[src/verilog/rvb_config.svh]
`ifndef RVB_CONFIG_SVH
`define RVB_CONFIG_SVH

// address of the very first instruction fetch after reset.
`define RVB_RESET_PC 32'h8000_0000

// number of entries in the instruction queue between fetch and execute.
`define RVB_QUEUE_DEPTH 4

// standard base ISA encodings of the two system instructions that are decoded.
`define RVB_INSN_WFI    32'h1050_0073 // encoding taken from the privileged spec.
`define RVB_INSN_EBREAK 32'h0010_0073 // stops the core when it retires.

`endif

[src/verilog/rvb_pkg.sv]
`default_nettype none

package rvb_pkg;

    // vector types shared by the blocks of the core.
    typedef logic [31:0] addr_t;  // byte address of an instruction.
    typedef logic [31:0] insn_t;  // one 32-bit instruction word.
    typedef logic [63:0] count_t; // minstret-style retired instruction count.

    // fetch side sequencing.
    typedef enum logic [1:0] {
        fetch_idle,     // no request on the bus.
        fetch_wait_ack, // request held until the memory acknowledges.
        fetch_stopped   // nothing more is fetched once halt was seen.
    } fetch_state_e;

    // execute side sequencing.
    typedef enum logic [1:0] {
        exec_run,   // retiring from the queue.
        exec_sleep, // a wfi retired and the enable has not come back yet.
        exec_halted // the core stays here from an ebreak until reset.
    } exec_state_e;

endpackage

`default_nettype wire
[src/verilog/rvb_clk_gating.sv]
`default_nettype none
`timescale 1ns/10ps

// core run enable. a retiring wfi turns the core off and a software
// interrupt turns it back on. the enable feeds the blocks as a clock enable
// so the core clock itself is never gated.
module rvb_clk_gating (
    input  logic CLK,
    input  logic arst_n,
    input  logic wfi,
    input  logic soft_irq,
    output logic core_clk_en
);

    logic en_q; // registered enable.

    always_ff @(posedge CLK or negedge arst_n) begin
        if (!arst_n) begin
            en_q <= 1'b1; // the core runs out of reset.
        end else if (soft_irq) begin
            en_q <= 1'b1; // interrupt wins over a wfi in the same cycle.
        end else if (wfi) begin
            en_q <= 1'b0; // drops on the edge after the wfi pulse.
        end
    end

    assign core_clk_en = en_q;

endmodule

`default_nettype wire

[src/verilog/rvb_core.sv]
`default_nettype none
`timescale 1ns/10ps

`include "rvb_config.svh"

// top level of the retire subsystem. fetch fills the queue from the
// instruction bus, execute drains and counts it, and the gating block
// stops and restarts both around wfi.
module rvb_core #(
    parameter rvb_pkg::addr_t reset_pc = `RVB_RESET_PC,
    parameter int             depth    = `RVB_QUEUE_DEPTH
) (
    input  logic            CLK,
    input  logic            arst_n,
    input  logic            soft_irq,
    input  logic            imem_ack,
    input  rvb_pkg::insn_t  imem_rdata,
    output logic            imem_req,
    output rvb_pkg::addr_t  imem_addr,
    output logic            wfi,
    output logic            halt,
    output rvb_pkg::count_t instret
);
    import rvb_pkg::*;

    logic  core_clk_en; // run enable shared by fetch and execute.
    logic  push;        // fetch writes a word.
    insn_t push_data;
    logic  full;        // back-pressure to fetch.
    logic  pop;         // execute takes the head word.
    insn_t pop_data;
    logic  empty;

    // wfi comes from the execute stage and clears the run enable.
    rvb_clk_gating clk_gating_i (
        .CLK        (CLK),
        .arst_n     (arst_n),
        .wfi        (wfi),
        .soft_irq   (soft_irq),
        .core_clk_en(core_clk_en)
    );

    rvb_fetch_unit #(.reset_pc(reset_pc)) fetch_unit_i (
        .CLK        (CLK),
        .arst_n     (arst_n),
        .core_clk_en(core_clk_en),
        .halt       (halt),        // stops fetching once ebreak retired.
        .full       (full),
        .imem_ack   (imem_ack),
        .imem_rdata (imem_rdata),
        .imem_req   (imem_req),
        .imem_addr  (imem_addr),
        .push       (push),
        .push_data  (push_data)
    );

    rvb_instr_queue #(.depth(depth)) instr_queue_i (
        .CLK      (CLK),
        .arst_n   (arst_n),
        .push     (push),
        .push_data(push_data),
        .pop      (pop),
        .pop_data (pop_data),
        .full     (full),
        .empty    (empty)
    );

    rvb_exec_unit exec_unit_i (
        .CLK        (CLK),
        .arst_n     (arst_n),
        .core_clk_en(core_clk_en),
        .empty      (empty),
        .pop_data   (pop_data),
        .pop        (pop),
        .wfi        (wfi),
        .halt       (halt),
        .instret    (instret)
    );

endmodule

`default_nettype wire

[src/verilog/rvb_exec_unit.sv]
`default_nettype none
`timescale 1ns/10ps

`include "rvb_config.svh"

// the execute unit retires one queued word per cycle while it runs. it only
// decodes the two system instructions that change the core's run state,
// everything else simply retires and is counted.
module rvb_exec_unit (
    input  logic            CLK,
    input  logic            arst_n,
    input  logic            core_clk_en,
    input  logic            empty,
    input  rvb_pkg::insn_t  pop_data,
    output logic            pop,
    output logic            wfi,
    output logic            halt,
    output rvb_pkg::count_t instret
);
    import rvb_pkg::*;

    exec_state_e state;
    exec_state_e state_next;
    logic        is_wfi;    // head word is a wfi.
    logic        is_ebreak; // head word is an ebreak.

    assign is_wfi    = (pop_data == `RVB_INSN_WFI);
    assign is_ebreak = (pop_data == `RVB_INSN_EBREAK);

    // a word retires in the same cycle it is popped, so pop doubles as the
    // retire strobe.
    assign pop = (state == exec_run) && core_clk_en && !empty;

    // the wfi pulse leaves in the retire cycle so the gating block can drop
    // the enable on the following edge.
    assign wfi = pop && is_wfi;

    always_comb begin
        state_next = state;
        case (state)
            exec_run: begin
                if (pop && is_ebreak) begin
                    state_next = exec_halted; // ebreak still counts as retired.
                end else if (pop && is_wfi) begin
                    state_next = exec_sleep;
                end
            end
            exec_sleep: begin
                // the enable is already low here unless an interrupt arrived
                // in the wfi cycle itself, in which case the core wakes at once.
                if (core_clk_en) begin
                    state_next = exec_run;
                end
            end
            exec_halted: begin
                state_next = exec_halted; // only reset leaves this state.
            end
            default: begin
                state_next = exec_run;
            end
        endcase
    end

    always_ff @(posedge CLK or negedge arst_n) begin
        if (!arst_n) begin
            state   <= exec_run;
            instret <= '0;
        end else begin
            state <= state_next;
            if (pop) begin
                instret <= instret + count_t'(1); // one per retired word.
            end
        end
    end

    // halt comes from the state register, so it rises on the edge after the
    // ebreak retires and holds until reset.
    assign halt = (state == exec_halted);

endmodule

`default_nettype wire

[src/verilog/rvb_fetch_unit.sv]
`default_nettype none
`timescale 1ns/10ps

`include "rvb_config.svh"

// the fetch unit walks sequentially through instruction memory, one request
// at a time, and pushes every word it gets back into the instruction queue.
module rvb_fetch_unit #(
    parameter rvb_pkg::addr_t reset_pc = `RVB_RESET_PC
) (
    input  logic           CLK,
    input  logic           arst_n,
    input  logic           core_clk_en,
    input  logic           halt,
    input  logic           full,
    input  logic           imem_ack,
    input  rvb_pkg::insn_t imem_rdata,
    output logic           imem_req,
    output rvb_pkg::addr_t imem_addr,
    output logic           push,
    output rvb_pkg::insn_t push_data
);
    import rvb_pkg::*;

    fetch_state_e state;      // current bus phase.
    fetch_state_e state_next;
    addr_t        pc;         // address of the next word to fetch.
    logic         can_issue;  // a new request may start on the next edge.

    // gating only blocks the start of a request. a request already on the bus
    // always runs to its ack so that no word is lost while the core sleeps.
    assign can_issue = core_clk_en && !full && !halt;

    always_comb begin
        state_next = state; // hold by default.
        case (state)
            fetch_idle: begin
                if (halt) begin
                    state_next = fetch_stopped; // ebreak retired, stop for good.
                end else if (can_issue) begin
                    state_next = fetch_wait_ack;
                end
            end
            fetch_wait_ack: begin
                if (imem_ack) begin
                    state_next = fetch_idle; // req drops in the cycle after the ack.
                end
            end
            fetch_stopped: begin
                state_next = fetch_stopped;
            end
            default: begin
                state_next = fetch_idle;
            end
        endcase
    end

    always_ff @(posedge CLK or negedge arst_n) begin
        if (!arst_n) begin
            state <= fetch_idle;
            pc    <= reset_pc; // first fetch goes to the reset vector.
        end else begin
            state <= state_next;
            if (push) begin
                pc <= pc + addr_t'(4); // there are no branches, so the pc only steps forward.
            end
        end
    end

    // the request and its address come straight from registers, so both are
    // stable for as long as the memory takes to answer.
    assign imem_req  = (state == fetch_wait_ack);
    assign imem_addr = pc;

    // the word goes into the queue in the very cycle it is acknowledged.
    // full was checked before the request, so there is always room for it.
    assign push      = (state == fetch_wait_ack) && imem_ack;
    assign push_data = imem_rdata;

endmodule

`default_nettype wire

[src/verilog/rvb_instr_queue.sv]
`default_nettype none
`timescale 1ns/10ps

`include "rvb_config.svh"

// circular buffer holding fetched words until the execute unit takes them.
// a push and a pop may happen in the same cycle.
module rvb_instr_queue #(
    parameter int depth = `RVB_QUEUE_DEPTH
) (
    input  logic           CLK,
    input  logic           arst_n,
    input  logic           push,
    input  rvb_pkg::insn_t push_data,
    input  logic           pop,
    output rvb_pkg::insn_t pop_data,
    output logic           full,
    output logic           empty
);
    import rvb_pkg::*;

    localparam int ptr_w = (depth > 1) ? $clog2(depth) : 1;
    localparam int cnt_w = $clog2(depth + 1);

    typedef logic [ptr_w-1:0] ptr_t;

    localparam ptr_t last_ptr = ptr_t'(depth - 1);

    insn_t             mem [depth]; // storage for the queued words.
    ptr_t              wr_ptr;      // next free slot.
    ptr_t              rd_ptr;      // head of the queue.
    logic [cnt_w-1:0]  count;       // number of valid entries.
    logic              wr_en;
    logic              rd_en;

    // the pointers wrap by hand so that depth need not be a power of two.
    function automatic ptr_t ptr_inc(input ptr_t ptr);
        if (ptr == last_ptr) begin
            return '0;
        end
        return ptr + 1'b1;
    endfunction

    assign wr_en = push && !full;  // fetch never pushes when full anyway.
    assign rd_en = pop && !empty;

    always_ff @(posedge CLK) begin
        if (wr_en) begin
            mem[wr_ptr] <= push_data;
        end
    end

    always_ff @(posedge CLK or negedge arst_n) begin
        if (!arst_n) begin
            wr_ptr <= '0;
            rd_ptr <= '0;
            count  <= '0; // queue comes out of reset empty.
        end else begin
            if (wr_en) wr_ptr <= ptr_inc(wr_ptr);
            if (rd_en) rd_ptr <= ptr_inc(rd_ptr);
            case ({wr_en, rd_en})
                2'b10:   count <= count + 1'b1;
                2'b01:   count <= count - 1'b1;
                default: count <= count; // both or neither leave the level alone.
            endcase
        end
    end

    assign pop_data = mem[rd_ptr]; // head is visible whenever empty is low.
    assign full     = (count == cnt_w'(depth));
    assign empty    = (count == '0);

endmodule

`default_nettype wire

[config.mk]
export PLATFORM = sky130hd
export DESIGN_NAME = rvb_core
export DESIGN_NICKNAME = d
export VERILOG_FILES = /design/src/verilog/rvb_pkg.sv /design/src/verilog/rvb_clk_gating.sv /design/src/verilog/rvb_core.sv /design/src/verilog/rvb_exec_unit.sv /design/src/verilog/rvb_fetch_unit.sv /design/src/verilog/rvb_instr_queue.sv
export VERILOG_INCLUDE_DIRS = /design/src /design/src/verilog
export SDC_FILE = /design/constraint.sdc
export NUM_CORES = 1
export LEC_CHECK = 0
export ABC_CLOCK_PERIOD_IN_PS = 2350
export BUFFER_PORTS_ARGS = -buffer_cell sky130_fd_sc_hd__buf_2
export CORE_MARGIN = 5
export CORE_UTILIZATION = 50
export DETAILED_ROUTE_END_ITERATION = 10
export PLACE_DENSITY = 0.85
export REMOVE_ABC_BUFFERS = 1
export SYNTH_ARGS = -nofsm -noshare
export SYNTH_HDL_FRONTEND = slang
export SYNTH_SLANG_ARGS = --single-unit
[constraint.sdc]
create_clock -name CLK -period 2.35 [get_ports CLK]
set_input_delay 0.47 -clock CLK [delete_from_list [all_inputs] [get_ports CLK]]
set_output_delay 0.47 -clock CLK [all_outputs]
set_load 0.02 [all_outputs]
======== After elaboration in Yosys (flattened, before gate mapping) ========
Memories as Yosys holds them, arrays and structs flattened.
Index checks and enable logic that the tools add are counted.
storage, ports and cells
  bits in registers ....................... 108
  RAM bits ................................ 128
  bits of input ports ..................... 36
  output and inout bits ................... 99
  word-level logic and storage cells ...... 70
  memories ................................ 1
memories
  memory             depth  bits a word  rd ports  clocked after Yosys merged registers in  wr ports  RTL line               source
  instr_queue_i.mem  4      32           1         0                                        1         rvb_instr_queue.sv:29  insn_t mem [depth];
cells by class
  add/sub/neg operators ................... 6
  equality and inequality tests ........... 15
  multiplexer cells ....................... 21
  reductions and logical operators ........ 19
operators by type and width
  operator                                                count
  adder 64 x 1 -> 64 bit (second input constant)          1
  adder 32 x 3 -> 32 bit (second input constant)          1
  equality test 32 x 21 -> 1 bit (second input constant)  1
  equality test 32 x 29 -> 1 bit (second input constant)  1
  two-way mux 2 bit                                       10
  case mux 2 bit (3 select lines)                         2
  equality test 2 bit (second input constant)             5
  logical AND 1 bit                                       9
  two-way mux 1 bit                                       8
  equality test 2 x 1 -> 1 bit (second input constant)    3
  case mux 3 bit (2 select lines)                         1
  adder 2 x 1 -> 2 bit (second input constant)            2
  logical NOT 2 bit                                       2
  != test 2 bit (second input constant)                   2
  AND reduction 2 bit                                     2
  nonzero test 2 bit                                      2
  adder 3 x 1 -> 3 bit (second input constant)            1
  equality test 3 bit (second input constant)             1
  logical NOT 1 bit                                       3
  logical NOT 3 bit                                       1
  != test 3 x 1 -> 1 bit (second input constant)          1
  != test 3 bit (second input constant)                   1
  subtractor 3 x 1 -> 3 bit (second input constant)       1

======== Longest topological paths before layout ========
  depth after elaboration ................. 7
  mapped depth ............................ 10
  mapped depth without buffers ............ 10

======== By module ========
Synthesis repeated with hierarchy kept, for this count alone.
second synthesis, totals
  cells, all modules ...................... 684
  area, all modules ....................... 10113.4 um2
modules (own cells, without submodules)
  module           instances  cells an instance  area an instance (um2)  seq. area each (um2)
  rvb_instr_queue  1          208                5116.2                  4018.9
  rvb_exec_unit    1          304                3195.6                  1651.6
  rvb_fetch_unit   1          169                1764.2                  802.0
  rvb_clk_gating   1          3                  37.5                    26.3

======== Least setup slack after synthesis ========
No wires, ideal clock.
  kind .................................... reg-to-output
  start point ............................. register instr_queue_i.rd_ptr[0]
  end point ............................... output wfi
  arrival ................................. 2.206 ns
  data required time ...................... 1.880 ns
  setup slack ............................. -0.326 ns
  cell stages (with the launch flop) ...... 7
  path buffers ............................ 1
  cells stage by stage .................... dfrtp_1 > buf_6 > or4b_4 > nor3_2 > a311o_2 > nand4b_1 > nor4_1
between the ends
  word-level cells in the longest chain between the ends .. 3
RTL lines
  what                                             RTL line               source
  start: declaration                               rvb_instr_queue.sv:31  ptr_t rd_ptr;
  start signal: assignment                         rvb_instr_queue.sv:60  if (rd_en) rd_ptr <= ptr_inc(rd_ptr);
  memory read (4 x 32 bit)                         -
  equality test 32 x 29 -> 1 bit (no source line)  -
  logical AND 1 bit                                rvb_exec_unit.sv:36    assign wfi = pop && is_wfi;
  end: declaration                                 rvb_core.sv:20         output logic wfi,
Every way passes these cells.

======== Worst setup path in the final report ========
  start point ............................. memory instr_queue_i.mem[0][29] in the netlist's numbering
  end point ............................... output wfi
between the ends
  word-level cells in the longest chain between the ends .. 3
RTL lines
  what                                             RTL line
  start: declaration                               rvb_instr_queue.sv:29
  memory read (4 x 32 bit)                         -
  equality test 32 x 29 -> 1 bit (no source line)  -
  logical AND 1 bit                                rvb_exec_unit.sv:36
Every way passes these cells.

==> run_results.csv <==
group,metric,value,unit
sta,setup_viol,1,
sta,finalWorstSetupSlack,-0.456,ns
route,vias,5618,
worst_setup_path,crit_type,"register to primary output",
clocking,cts_tree,"done",
finish,finalNetCount,858,
sta,tns,-0.456,ns
finish,fin_cells,1055,
placement,place.gp.congestion,0.814,
global_route,globalRouteOverflowTotal,0,
logic_synthesis,synth_compound_area_frac,0.00941,
clocking,cts-buffers-inserted,24,
worst_setup_path,critical_path_buf_inv_count,1,
route,wl,17.5,mm
logic_synthesis,yosysWarnings,0,
logic_synthesis,synthFlopType,"edfxtp_1",
route,ant_nets,0,
logic_synthesis,synthAdderAreaFrac,0.0131,
power,irDropWorstVdd,709,uV
logic_synthesis,synth_cell_type_count,55,
worst_setup_path,crit_family,"simple AND/OR/NAND/NOR gates",
logic_synthesis,synth_area_leaders,"edfxtp_1 (42%), dfrtp_1 (28%), xnor2_1 (5.8%)",
worst_setup_path,worstPathRequired,1.88,ns
die,core-area,18000,sq um
power,power.density,916,nW/um^2
power,p_leak,4.82,nW
clocking,h-tree-depth,1,
logic_synthesis,synth_seq_cells,234,
clocking,cts_sinks,234,
die,die_h,145,um
sta,relSlewSlack,0.590,
clocking,clkTransAtPathRegs,0.06,ns
route,viasPerCell,5.33,
sta,fmax,356,MHz
logic_synthesis,synth_top_area_frac,0.419,
die,rows,49,
worst_setup_path,crit_path_max_incr_delay,0.56,ns
logic_synthesis,syn_inst,626,
logic_synthesis,synthXorXnorAreaFrac,0.0915,
worst_setup_path,r2r-start,"clk_gating_i.core_clk_en$_DFFE_PN1P_",
sta,drv_slew,0,
logic_synthesis,async_reset_ff_frac,0.453,
sta,hold_violations,0,
finish,antennaDiodeCount,0,
sta,finalCriticalPeriod,2.81,ns
finish,drive_gt1_frac,0.274,
finish,area_delta_synth_final,22.0,%
die,die-width,145,um
route,dr.first_iter.drc_count,267,
clocking,clock_path_buffers,3,
worst_setup_path,startpoint,"instr_queue_i.mem[0][29]$_DFFE_PP_",
die,ios,135,
logic_synthesis,synth_simple_gate_area_share,0.149,
worst_setup_path,endpoint_kind,"primary output",
status,status,"complete, but fails checks",
logic_synthesis,synth_edf_count,128,
route,firstDrtPassIters,4,
logic_synthesis,synth_top_family_by_area,"simple AND/OR/NAND/NOR gates",
die,dieArea,21200,sq um
placement,place_inst,1011,
clocking,clk_latency,0.50,ns
die,start_util,0.509,
sta,clock_skew,0.00852,ns
min_path,worstHoldPathType,"input pin to register",
global_route,grt_max_degree,48,
global_route,grt.total_usage,0.163,
min_path,hp-start,"soft_irq",
logic_synthesis,synth_area,9170,sq um
placement,io_buffers,132,
worst_setup_path,startpoint_type,"register",
global_route,antenna_found_initial,1,
logic_synthesis,yosys.area.top_type,"edfxtp_1",
sta,rsz0062_at_grt,"yes",
global_route,grt_pass1_wl,28.8,mm
logic_synthesis,synth.area.mux_share,0.0157,
global_route,grt_pass1_vias,5631,
route,routedWlPerCell,16.6,um
clocking,cts_root_buf,"clkbuf_16",
logic_synthesis,ys_seq_area_frac,0.708,
sta,tightest_slew,0.611,ns
worst_setup_path,cp_cell_sequence,"or4b_4, nor3_4, a311o_2, nand4b_1, nor4_2, buf_4",
sta,post-route-period-util,1.19,
flow_run,maxCapViolations,0,
placement,hpwl,12.4,mm
route,drc_errors,0,
worst_setup_path,slowest_stage,"or4b_4",
logic_synthesis,syn_avg_cell_area,14.7,sq um
worst_setup_path,crit_arrival,2.34,ns
status,violations,"negative setup slack",
worst_setup_path,cp_max_fo,2,
## per-layer routing
metal	track usage	vias up	part of all wire	routed length, um
met5	0	-	0.00040	7
met4	0.0336	2	0.019	332
met3	0.0455	32	0.070	1230
met2	0.277	170	0.49	8660
met1	0.211	2756	0.42	7310
li1	-	2658	-	-
## layout make-up
cell class                      instances  area, sq um
Fill cell                            1316         6830
Sequential cell                       234         6500
Multi-Input combinational cell        369         2620
Timing Repair Buffer                  171         1020
Clock buffer                           33          686
Tap cell                              229          287
Inverter                               13         48.8
Clock inverter                          6         31.3
## worst paths after layout
path / to / slack, ns / cells after the start
worst max-delay path: wfi / -0.46 / 6
max in group asynchronous: clk_gating_i.core_clk_en$_DFFE_PN1P_ / 1.11 / 3
worst max register to register: exec_unit_i.instret[43]$_DFFE_PN0P_ / 0.06 / 8
worst min-delay path: clk_gating_i.core_clk_en$_DFFE_PN1P_ / 0.19 / 2
worst min register to register: exec_unit_i.instret[63]$_DFFE_PN0P_ / 0.46 / 1
min in group asynchronous: exec_unit_i.instret[37]$_DFFE_PN0P_ / 0.54 / 2
## synth_stat cells, types with 13 or more instances
cell / count
edfxtp_1: 128
dfrtp_1: 104
xnor2_1: 61
nand2_1: 48
nand3_1: 44
nor2_1: 35
xor2_1: 33
nand4_1: 20
nor4_1: 18
and3_1: 17
inv_1: 13
## cell families (layout without fill, tap and decap cells)
logic type / count (synthesis) / after routing
flip-flops: 234 / 234
AO/OA/AOI/OAI: 13 / 13
AND/OR/NAND/NOR: 241 / 241
other: 1 / 2
multiplexers: 9 / 9
buffers and inverters: 24 / 223
XOR/XNOR: 95 / 95
adder cells (fa/ha/maj): 9 / 9
## sequential cells by signal (all words and copies together) (netlist names)
| name | cells |
|---|---|
| instr_queue_i.mem | 128 |
| exec_unit_i.instret | 64 |
| fetch_unit_i.imem_addr | 30 |
| instr_queue_i.count | 3 |
| exec_unit_i.state | 2 |
| fetch_unit_i.state | 2 |
| instr_queue_i.rd_ptr | 2 |
| instr_queue_i.wr_ptr | 2 |
| clk_gating_i.core_clk_en | 1 |
## power by group
part,internal [mW],switching (mW)
combinational,0.714,0.936
clock,2.02,1.40
sequential,4.88,0.291
## timing repair
item                                   CTS  global route
setup endpoints to repair               12            18
pin swaps                                6             5
buffers inserted                         3             1
hold buffers                             1             0
resized for setup                        7             2
endpoints found under the hold margin   43             0
## per-stage QoR
| stage | hold WS (ns) | utilization | worst slack [ns] | total power, mW | instance area, sq um |
|---|---|---|---|---|---|
| 2_1_floorplan | 0.174 | - | -0.379 | 6.15 | 9110 |
| 3_3_place_gp | 0.453 | 0.575 | -0.00762 | 6.80 | 10400 |
| 3_5_place_dp | 0.461 | 0.575 | -0.0836 | 6.87 | 10400 |
| 4_1_cts | 0.166 | 0.618 | -0.503 | 10.4 | 11100 |
| 5_1_grt | 0.168 | 0.621 | -0.570 | 10.8 | 11200 |
| 6_report | 0.187 | 0.621 | -0.456 | 10.2 | 11200 |
## placed cells by master (no fill, tap or decap), types with 2 or more instances in the layout
cell and instances:
clkbuf_8 3, xor2_1 33, dfstp_2 2, nor4bb_1 5, nor2_1 35, a21oi_1 2
dfrtp_1 104, and4_1 9, nor3_4 4, nor4_1 17, nor4_2 3, ha_1 8
nand2_1 48, mux4_1 3, nand2b_1 3, nand4_1 20, edfxtp_1 128, inv_1 13
clkbuf_16 25, clkbuf_1 5, o22ai_1 2, mux2i_1 2, nor3_1 7, and3_1 17
nor3_2 2, or3_1 3, conb_1 2, mux2_2 4, nor2b_1 3, clkinv_1 4
o21ai_0 4, nand3_1 44, xnor2_1 61, buf_4 35, and2_1 7, buf_2 130
buf_12 5
Power figures use the tool's default switching activity.
